### src/verilog/linebuf_pkg.sv
`default_nettype none

package linebuf_pkg;

  localparam int MAXFIL    = 3;
  localparam int MAXIMG    = 32;
  localparam int DWIDTH    = 16;
  localparam int LWIDTH    = 8;
  localparam int BUFLINE   = MAXFIL + 1;
  localparam int SIZEWIDTH = $clog2(MAXIMG) + 1;
  localparam int LINEWIDTH = $clog2(BUFLINE);
  localparam int MEMDELAY  = 1;

  typedef struct packed {
    logic [LWIDTH-1:0] size;
    logic [LWIDTH-1:0] kern;
    logic [LWIDTH-1:0] strid;
    logic [LWIDTH-1:0] pad;
  } conv_cfg_t;

  // line numbers are one based, zero selects no line
  typedef struct packed {
    logic                 we;
    logic [SIZEWIDTH-1:0] addr;
    logic [LINEWIDTH:0]   wsel;
    logic [LINEWIDTH:0]   rsel;
    logic [MAXFIL-1:0]    rrow;
  } buf_sel_t;

  typedef struct packed {
    logic start;
    logic valid;
    logic stop;
  } win_strobe_t;

  // pix[i][j] is kernel row i, column j
  typedef struct packed {
    logic [MAXFIL-1:0][MAXFIL-1:0][DWIDTH-1:0] pix;
  } window_t;

endpackage

`default_nettype wire

### src/verilog/linebuf_ctrl.sv
`timescale 1ns/1ps
`default_nettype none

module linebuf_ctrl
  import linebuf_pkg::*;
  ( input  wire              clk
  , input  wire              xrst
  , input  wire conv_cfg_t   cfg
  , input  wire              req
  , output logic             ack
  , output logic             ready
  , output buf_sel_t         sel
  , output win_strobe_t      strb
  );

  typedef enum logic [1:0] {
    S_WAIT,
    S_CHARGE,
    S_ACTIVE
  } state_t;

  state_t                         state;
  logic [2:0]                     ack_d;
  logic [LWIDTH-1:0]              side;
  logic [LWIDTH-1:0]              col;
  logic [LWIDTH-1:0]              row;
  logic [LWIDTH-1:0]              str_x;
  logic [LWIDTH-1:0]              str_y;
  logic [LINEWIDTH-1:0]           wline;
  logic [LINEWIDTH-1:0]           rline;
  logic                           col_last;
  logic                           charge_end;
  logic                           active_end;
  logic                           in_row;
  logic                           in_col;
  logic                           vld0;
  logic [MAXFIL-1:0]              rrow0;
  win_strobe_t                    strb0;
  logic                           we_q;
  logic [SIZEWIDTH-1:0]           addr_q;
  logic [LINEWIDTH:0]             wsel_q;
  logic [LINEWIDTH:0]             rsel_q;
  logic [MEMDELAY:0][MAXFIL-1:0]  rrow_d;
  win_strobe_t [MEMDELAY:0]       strb_d;

// ==========================================================================
// state machine
// ==========================================================================

  // padded side, no cover-all
  assign side       = cfg.size + (cfg.pad << 1);
  assign col_last   = col == side - 1'b1;
  assign charge_end = state == S_CHARGE && row == cfg.kern - 1'b1 && col_last;
  // one extra row sweep reads out the last padded row
  assign active_end = state == S_ACTIVE && row == side && col_last;

  always_ff @(posedge clk) begin
    if (!xrst) begin
      state <= S_WAIT;
    end else begin
      case (state)
        S_WAIT: begin
          if (req && ack) begin
            state <= S_CHARGE;
          end
        end
        S_CHARGE: begin
          if (charge_end) begin
            state <= S_ACTIVE;
          end
        end
        S_ACTIVE: begin
          if (active_end) begin
            state <= S_WAIT;
          end
        end
        default: begin
          state <= S_WAIT;
        end
      endcase
    end
  end

  always_ff @(posedge clk) begin
    if (!xrst) begin
      ack_d <= '0;
    end else begin
      ack_d <= {ack_d[1:0], state == S_WAIT};
    end
  end

  assign ack = state == S_WAIT && ack_d[2];

// ==========================================================================
// counters
// ==========================================================================

  always_ff @(posedge clk) begin
    if (!xrst) begin
      col   <= '0;
      row   <= '0;
      str_x <= '0;
      str_y <= '0;
      wline <= '0;
      rline <= '0;
    end else if (state == S_WAIT) begin
      col   <= '0;
      row   <= '0;
      str_x <= '0;
      str_y <= '0;
      wline <= '0;
      // first read line trails the write line by kern rows
      rline <= LINEWIDTH'(BUFLINE - cfg.kern);
    end else begin
      col <= col_last ? '0 : col + 1'b1;
      // stride phase starts once a full kernel of columns is in
      if (col < cfg.kern - 1'b1 || col_last || str_x == cfg.strid - 1'b1) begin
        str_x <= '0;
      end else begin
        str_x <= str_x + 1'b1;
      end
      if (col_last) begin
        row   <= row + 1'b1;
        wline <= (wline == LINEWIDTH'(BUFLINE - 1)) ? '0 : wline + 1'b1;
        rline <= (rline == LINEWIDTH'(BUFLINE - 1)) ? '0 : rline + 1'b1;
        if (row < cfg.kern || str_y == cfg.strid - 1'b1) begin
          str_y <= '0;
        end else begin
          str_y <= str_y + 1'b1;
        end
      end
    end
  end

// ==========================================================================
// selects and strobes
// ==========================================================================

  assign in_row = row >= cfg.pad && row < cfg.size + cfg.pad;
  assign in_col = col >= cfg.pad && col < cfg.size + cfg.pad;
  assign ready  = state != S_WAIT && in_row && in_col;

  // padded rows and columns read as zero through the mask
  for (genvar i = 0; i < MAXFIL; i++) begin : g_rrow
    assign rrow0[i] = in_col && LWIDTH'(i) < cfg.kern
                   && row + LWIDTH'(i) >= cfg.pad + cfg.kern
                   && row + LWIDTH'(i) < cfg.size + cfg.pad + cfg.kern;
  end

  assign vld0  = state == S_ACTIVE && col >= cfg.kern - 1'b1
              && str_x == '0 && str_y == '0;
  assign strb0 = '{
    start: vld0 && row == cfg.kern && col == cfg.kern - 1'b1,
    valid: vld0,
    stop:  vld0 && row + cfg.strid > side && col + cfg.strid >= side
  };

  always_ff @(posedge clk) begin
    if (!xrst) begin
      we_q   <= 1'b0;
      addr_q <= '0;
      wsel_q <= '0;
      rsel_q <= '0;
    end else begin
      we_q   <= ready;
      addr_q <= in_col ? SIZEWIDTH'(col - cfg.pad) : '0;
      wsel_q <= ready ? {1'b0, wline} + 1'b1 : '0;
      rsel_q <= (state == S_WAIT) ? '0 : {1'b0, rline} + 1'b1;
    end
  end

  // mask and strobes wait out the memory read
  always_ff @(posedge clk) begin
    if (!xrst) begin
      rrow_d <= '0;
      strb_d <= '0;
    end else begin
      rrow_d[0] <= rrow0;
      strb_d[0] <= strb0;
      for (int k = 1; k <= MEMDELAY; k++) begin
        rrow_d[k] <= rrow_d[k-1];
        strb_d[k] <= strb_d[k-1];
      end
    end
  end

  assign sel = '{
    we:   we_q,
    addr: addr_q,
    wsel: wsel_q,
    rsel: rsel_q,
    rrow: rrow_d[MEMDELAY]
  };
  assign strb = strb_d[MEMDELAY];

endmodule

`default_nettype wire

### src/verilog/linebuf_mem.sv
`timescale 1ns/1ps
`default_nettype none

module linebuf_mem
  import linebuf_pkg::*;
  ( input  wire                            clk
  , input  wire                            xrst
  , input  wire [DWIDTH-1:0]               pixel
  , input  wire buf_sel_t                  sel
  , output logic [MAXFIL-1:0][DWIDTH-1:0]  rows
  );

  logic [DWIDTH-1:0]          line_mem [BUFLINE][MAXIMG];
  logic [DWIDTH-1:0]          pixel_q;
  logic [$clog2(MAXIMG)-1:0]  col;
  logic [LINEWIDTH:0]         wline;
  logic [LINEWIDTH:0]         rline [MAXFIL];

  assign col   = sel.addr[$clog2(MAXIMG)-1:0];
  assign wline = sel.wsel - 1'b1;

  // consecutive read lines, wrapping over the bank
  for (genvar i = 0; i < MAXFIL; i++) begin : g_rline
    logic [LINEWIDTH:0] rsum;

    assign rsum     = sel.rsel + (LINEWIDTH+1)'(i) - 1'b1;
    assign rline[i] = (rsum >= (LINEWIDTH+1)'(BUFLINE))
                    ? rsum - (LINEWIDTH+1)'(BUFLINE)
                    : rsum;
  end

// ==========================================================================
// write port
// ==========================================================================

  // select is registered in ctrl, so the pixel is held one cycle
  always_ff @(posedge clk) begin
    pixel_q <= pixel;
    if (sel.we && sel.wsel != '0) begin
      line_mem[wline[LINEWIDTH-1:0]][col] <= pixel_q;
    end
  end

// ==========================================================================
// read ports
// ==========================================================================

  always_ff @(posedge clk) begin
    if (!xrst) begin
      rows <= '0;
    end else begin
      for (int i = 0; i < MAXFIL; i++) begin
        rows[i] <= line_mem[rline[i][LINEWIDTH-1:0]][col];
      end
    end
  end

endmodule

`default_nettype wire

### src/verilog/window_shift.sv
`timescale 1ns/1ps
`default_nettype none

module window_shift
  import linebuf_pkg::*;
  ( input  wire                            clk
  , input  wire                            xrst
  , input  wire [MAXFIL-1:0][DWIDTH-1:0]   rows
  , input  wire [MAXFIL-1:0]               rrow
  , input  wire win_strobe_t               strb_in
  , input  wire [LWIDTH-1:0]               kern
  , output window_t                        win
  , output win_strobe_t                    strb
  );

  logic [MAXFIL-1:0][DWIDTH-1:0]              cur;
  logic [MAXFIL-2:0][MAXFIL-1:0][DWIDTH-1:0]  hist;
  window_t                                    win_d;

  // top and bottom padding
  for (genvar i = 0; i < MAXFIL; i++) begin : g_mask
    assign cur[i] = rrow[i] ? rows[i] : '0;
  end

  // hist[0] is the previous column
  always_ff @(posedge clk) begin
    hist[0] <= cur;
    for (int k = 1; k < MAXFIL - 1; k++) begin
      hist[k] <= hist[k-1];
    end
  end

// ==========================================================================
// window assembly
// ==========================================================================

  // column j of a kern-wide window sits kern-1-j columns back
  always_comb begin
    int back;

    win_d = '0;
    for (int i = 0; i < MAXFIL; i++) begin
      for (int j = 0; j < MAXFIL; j++) begin
        back = int'(kern) - 1 - j;
        if (i < int'(kern) && back >= 0 && back < MAXFIL) begin
          if (back == 0) begin
            win_d.pix[i][j] = cur[i];
          end else begin
            win_d.pix[i][j] = hist[back-1][i];
          end
        end
      end
    end
  end

  always_ff @(posedge clk) begin
    win <= win_d;
  end

  always_ff @(posedge clk) begin
    if (!xrst) begin
      strb <= '0;
    end else begin
      strb <= strb_in;
    end
  end

endmodule

`default_nettype wire

### src/verilog/linebuf_top.sv
`timescale 1ns/1ps
`default_nettype none

module linebuf_top
  import linebuf_pkg::*;
  ( input  wire                clk
  , input  wire                xrst
  , input  wire conv_cfg_t     cfg
  , input  wire                req
  , input  wire [DWIDTH-1:0]   pixel
  , output wire                ack
  , output wire                ready
  , output window_t            win
  , output win_strobe_t        strb
  );

  buf_sel_t                       sel;
  win_strobe_t                    strb_mid;
  logic [MAXFIL-1:0][DWIDTH-1:0]  rows;

  linebuf_ctrl u_ctrl
    ( .clk    (clk)
    , .xrst   (xrst)
    , .cfg    (cfg)
    , .req    (req)
    , .ack    (ack)
    , .ready  (ready)
    , .sel    (sel)
    , .strb   (strb_mid)
    );

  linebuf_mem u_mem
    ( .clk    (clk)
    , .xrst   (xrst)
    , .pixel  (pixel)
    , .sel    (sel)
    , .rows   (rows)
    );

  // mask is already aligned with rows inside sel
  window_shift u_window
    ( .clk      (clk)
    , .xrst     (xrst)
    , .rows     (rows)
    , .rrow     (sel.rrow)
    , .strb_in  (strb_mid)
    , .kern     (cfg.kern)
    , .win      (win)
    , .strb     (strb)
    );

endmodule

`default_nettype wire

### config.mk
export PLATFORM = sky130hd
export DESIGN_NAME = linebuf_top
export DESIGN_NICKNAME = d
export VERILOG_FILES = /design/src/verilog/linebuf_pkg.sv /design/src/verilog/linebuf_ctrl.sv /design/src/verilog/linebuf_mem.sv /design/src/verilog/window_shift.sv /design/src/verilog/linebuf_top.sv
export SDC_FILE = /design/constraint.sdc
export NUM_CORES = 2
export LEC_CHECK = 0
export ABC_AREA = 0
export CORE_ASPECT_RATIO = 1.5
export CORE_MARGIN = 2
export CORE_UTILIZATION = 45
export DETAILED_ROUTE_END_ITERATION = 10
export DONT_BUFFER_PORTS = 1
export SLEW_MARGIN = 25
export SYNTH_ARGS = -nofsm -noshare
export SYNTH_HDL_FRONTEND = slang
export SYNTH_SLANG_ARGS = --single-unit
### constraint.sdc
create_clock -name clk -period 9.2 [get_ports clk]
set_clock_uncertainty 0.05 [all_clocks]
set_input_delay 1.84 -clock clk [delete_from_list [all_inputs] [get_ports clk]]
set_output_delay 1.84 -clock clk [all_outputs]
set_load 0.05 [all_outputs]
-- Yosys cells after proc, flatten, opt, wreduce, memory -nomap -nowiden
Memory sizes are Yosys's and may differ from the RTL's.
Index checks and enable logic that the tools add are counted.
- memory bits (writable): 2048
- input bits: 51
- output and inout port bits: 149
- flip-flop bits (word level): 372
- memories kept: 1
- word-level logic and storage cells: 238
- bitwise gates (word level): 2
- $add $sub $neg: 34
- equal/unequal tests: 14
- $lt $le $gt $ge: 35
- reductions and logical operators: 64
- multiplexer cells: 46
- memory list (memory ; words ; width ; rd ports ; clocked after Yosys merged registers in ; write ports ; line ; text):
    u_mem.line_mem ; 4 ; 512 ; 3 ; 0 ; 1 ; linebuf_mem.sv:13 ; logic [DWIDTH-1:0] line_mem [BUFLINE][MAXIMG];
- operator list (operator ; number):
    $mux 512 ; 1
    $mux 48 ; 9
    $mux 16 ; 19
    $bmux 16 s5 ; 3
    $lt 32x3->1 const B ; 6
    $ge 32x1->1 const B ; 3
    $logic_not 32->1 ; 3
    $sub 32x2->32 const B ; 3
    $demux 16 s5 ; 1
    $eq 8x8->1 ; 7
    $ge 8x8->1 ; 7
    $lt 8x8->1 ; 7
    $add 8x8->8 ; 6
    $logic_and 1x1->1 ; 46
    $add 8x1->8 const B ; 4
    $lt 1x8->1 const A ; 4
    $sub 32x3->32 const B ; 1
    $sub 8x1->8 const B ; 3
    $mux 2 ; 10
    $logic_not 8->1 ; 2
    $lt 2x8->1 const A ; 2
    $ge 3x3->1 const B ; 3
    $sub 3x1->3 const B ; 3
    $sub 8x1->9 const B ; 1
    27 further kinds ; 41

-- Logic depth before layout (Yosys ltp)
An unclocked memory read counts as a cell.
- word-level depth: 8
- gate-level depth with buffers: 26
- gate-level depth less buffers: 18

-- Cells and area by module
Synthesis repeated with hierarchy kept, for this count alone.
- cells, all modules: 8075
- area total of the unflattened synthesis: 124607.0 µm²
- modules (own cells, without submodules) (module ; area each (µm²) ; cells an instance ; times used):
    linebuf_mem ; 107745.8 ; 6229 ; 1
    window_shift ; 9148.8 ; 934 ; 1
    linebuf_ctrl ; 7712.4 ; 912 ; 1

-- Least setup slack after synthesis
OpenSTA, ideal clock, no wires.
- path kind: in2out
- from: input port cfg[0] in the netlist's numbering
- to: output port ready
- path slack: 2136 ps
- arrival time: 5174 ps
- cell stages on the path: 15
- cells stage by stage: ha_1 -> inv_1 -> fa_1 -> inv_1 -> a21oi_1 -> o21bai_1 -> a21o_1 -> a21o_1 -> xor2_1 -> inv_1 -> ha_1 -> or2_2 -> a211oi_1 -> a21oi_1 -> nor3_1
- cells in the longest elaborated chain, start to end: 5
- elaborated cells on any way between the ends: 9
- classes of those cells: 1 x add/sub; 4 x order compare; 4 x reduce/logical
- ends and longest elaborated chain (element ; line ; text):
    start, declared ; linebuf_top.sv:8 ; , input wire conv_cfg_t cfg
    $add 8x8->8 ; linebuf_ctrl.sv:139, linebuf_ctrl.sv:140 ;
    $lt 8x8->1 ; linebuf_ctrl.sv:139 ; assign in_row = row >= cfg.pad && row < cfg.size + cfg.pad;
    $logic_and 1x1->1 ; linebuf_ctrl.sv:139 ;
    $logic_and 1x1->1 ; linebuf_ctrl.sv:141 ; assign ready = state != S_WAIT && in_row && in_col;
    $logic_and 1x1->1 * ; linebuf_ctrl.sv:141 ;
    end, declared ; linebuf_top.sv:12 ; , output wire ready
Every way passes the cells marked *; elsewhere a longest branch is shown, timed or not.

-- Worst setup path after layout
Same ends and word-level chain as after synthesis.

==> results.md <==
* Run status: finished, final reports clean
* Final period util at 0.777
* Postcts setup bufs at 0
* RD Place Congestion at approximately 0.97
* Peak supply drop at 0.170 mV
* FP Rows at 239
* Clock Tree Root: clkbuf_16
* Area of the multi-input gates at approximately 56,000 sq um
* Die span in y at between 600 and 700 um
* Headroom to the max-slew limit at 0.149
* Post-Syn Nets at about 8.4k
* Avg Inst Size Synth at 15.7 sq um
* Data arrival time of the critical path at ~5.3 ns
* ANT nets after route at 0
* TritonCTS clock tree: yes
* Fmax achieved at about 140 MHz
* First-pass GRT wire length at 579,000 um
* Crit start category: primary input
* GRT Util Overall at 0.282
* Routed vias at approximately 80k
* Critical Path Fanout Max at 5
* RSZ-0062 raised after global routing: false
* Post-cts repair resize count at 0
* # DRC at 0
* Die area at around 290,000 sq um
* Fill cells at 23.4k
* DRT Wirelength at 413,000 um
* Tmin final at 7.15 ns
* Initial antenna violation count at 33
* Synth cell types at a little under 80
* CTS H-tree lvls at 4
* Pre-CTS setup slack at between 1 and 1.5 ns
* I/O pins at 200
* Nets at between 8k and 9k
* Crit Path Category: primary input to output port
* FF+latch area at approximately 69,000 sq um
* Yosys warns at 0
* Final setup fails at 0
* Hold WC Path Type: register to register
* Launch point of the worst path: cfg[0]
* Least-Margin Pin Slew at ~1.3 ns
* Final core occ at 0.499
* Post-synth ARST share at 0
* Required time worst endpoint at around 7.3 ns
* Share of cells above drive strength 1 at 0.294
* Count of final hold-check violations at 0
* Final Power at roughly 23 mW
* Maximum root-to-sink buffer count at 4
* Setup TNS at 0 ns
* Hold path start: u_window.hist[6]
* Vias per std cell at 6.69
* Yosys reg bits at approximately 2.4k
* Average wire per standard cell at roughly 35 um
* Drt pass-1 iters at 6
* Largest net degree at the start of global routing at 150
* CTS buffer count at between 200 and 250
* Worst-Skew Late Latency at ~0.95 ns
* Grt ovf at 0
* Port bufs at 0
* CP endpoint kind: output port
* Mapped Area at between 100,000 and 150,000 sq um
* First DRT Iteration DRCs at about 9.0k
* Max Slew Vio Count at 0
* Most used DFF post-synth: edfxtp_1
* Max-cap violation count at 0
* Hpwl dp at between 200,000 and 300,000 um
* Vias in the first global route at between 70k and 80k
* Static leakage at 42.4 nW
* RR Startpoint: u_ctrl.rsel_q[1]
* Clk slew on worst S/H paths at 0.06 ns
* Area grow syn2layout at 10.3%
* Post-CTS Hold Fix Bufs at 0
* Number of synthesized flops with an enable pin at 2,048
* Power Dens Cells at ~160 nW/um^2
* Sequential-to-total area share from yosys stat at 0.539
* Floorplan Core Area at 283,000 sq um
* Chip width at ~440 um
* CTS sink cnt at between 2k and 2.5k
* Mapped Cells at 8,139
* Initial Util at 0.453
* PnR worst setup slack at approximately 2.1 ns
[per-stage QoR]
| step | hold slack, ns | instance area (sq um) | std cells |
|---|---|---|---|
| final | 0.307 | 141000 | 11900 |
| after global routing | 0.312 | 141000 | 11900 |
| after CTS | 0.307 | 141000 | 11900 |
| after detailed placement | 0.300 | 133000 | 11500 |
| after global placement | 0.297 | 133000 | 11500 |
| after floorplan | 0.290 | 128000 | 8139 |
[cell families after synthesis]
kind of cell | share of synthesized area
AOI/OAI and AO/OA | 0.0584
xor gates and xnor gates | 0.00869
adders and majority gates | 0.0190
and+or+nand+nor | 0.0435
buffers and inverters | 0.0272
DFF | 0.539
muxes | 0.304
[power breakdown]
group / switching, mW / total (mW) / internal [mW]
logic: 0.537 / 0.884 / 0.346
clock network: 4.39 / 9.99 / 5.60
registers: 0.0856 / 12.0 / 11.9
total: 5.01 / 22.8 / 17.8
[cells in the mapped netlist (all sizes together), types with 183 or more instances]
cell       n  area, sq um
buf      350         1560
mux2     212         2390
dfxtp    371         7430
o21ai    227         1140
clkbuf   347         1300
nand2    306         1150
mux4    1308        29500
a21oi    328         1640
mux2i    710         7110
a211oi   348         2660
edfxtp  2048        61500
ha       183         2290
nor2     308         1160
[layout by cell type (no fill, tap or decap), types with 246 or more instances in the layout]
cell type	count
edfxtp_1	2048
mux4_2	1308
mux2i_1	710
dfxtp_1	350
a211oi_1	337
a21oi_1	326
nor2_1	304
nand2_1	299
buf_4	281
clkbuf_16	246
[routing by layer]
metal  track usage  vias up  share of wire
li1              -    33000              -
met2         0.467     4048           0.49
met1         0.336    41900           0.35
met5             0        -        0.00031
met4         0.191       20          0.080
met3        0.0480      967          0.081
[registers in the layout (all words and copies together), names as in the netlist, 3 cells and up]
register        count
u_ctrl.str_y        8
u_ctrl.strb         3
u_mem.rows         48
u_ctrl.strb_d       3
u_mem.line_mem   2048
u_ctrl.addr_q       5
u_window.strb       3
u_window.hist      96
u_ctrl.rrow_d       3
u_ctrl.wsel_q       3
u_ctrl.row          8
u_ctrl.ack_d        3
u_window.win      144
u_ctrl.col          8
u_mem.pixel_q      16
u_ctrl.sel          3
u_ctrl.str_x        8
[worst paths after layout]
| check | cells after the start | slack, ns | to |
|---|---|---|---|
| worst max-delay path | 15 | 2.05 | ready |
| worst min-delay path | 0 | 0.31 | u_window.hist[54] |
| worst max register to register | 10 | 3.69 | u_mem.rows[33] |
| worst min register to register | 0 | 0.31 | u_window.hist[54] |
[worst max-delay path: stages]
cell      delay, ns
ha_1           0.15
inv_1          0.05
fa_1           0.40
inv_1          0.07
a21oi_1        0.06
o21bai_1       0.22
a21o_1         0.15
a21o_1         0.12
xor2_1         0.26
inv_1          0.13
ha_1           0.28
or2_2          0.29
a211oi_1       0.26
a21oi_1        0.15
nor3_2         0.80
[area by class of cell]
type                    instances  share of cell area
flip-flops and latches       2419               0.489
multi-input cells            4861               0.399
clock buffers                 296              0.0458
well taps                    3735              0.0331
repair buffers                308              0.0188
clock inverters               142             0.00974
inverters                     162             0.00438
diodes                         12            0.000213
(Power assumes the default switching activity.)
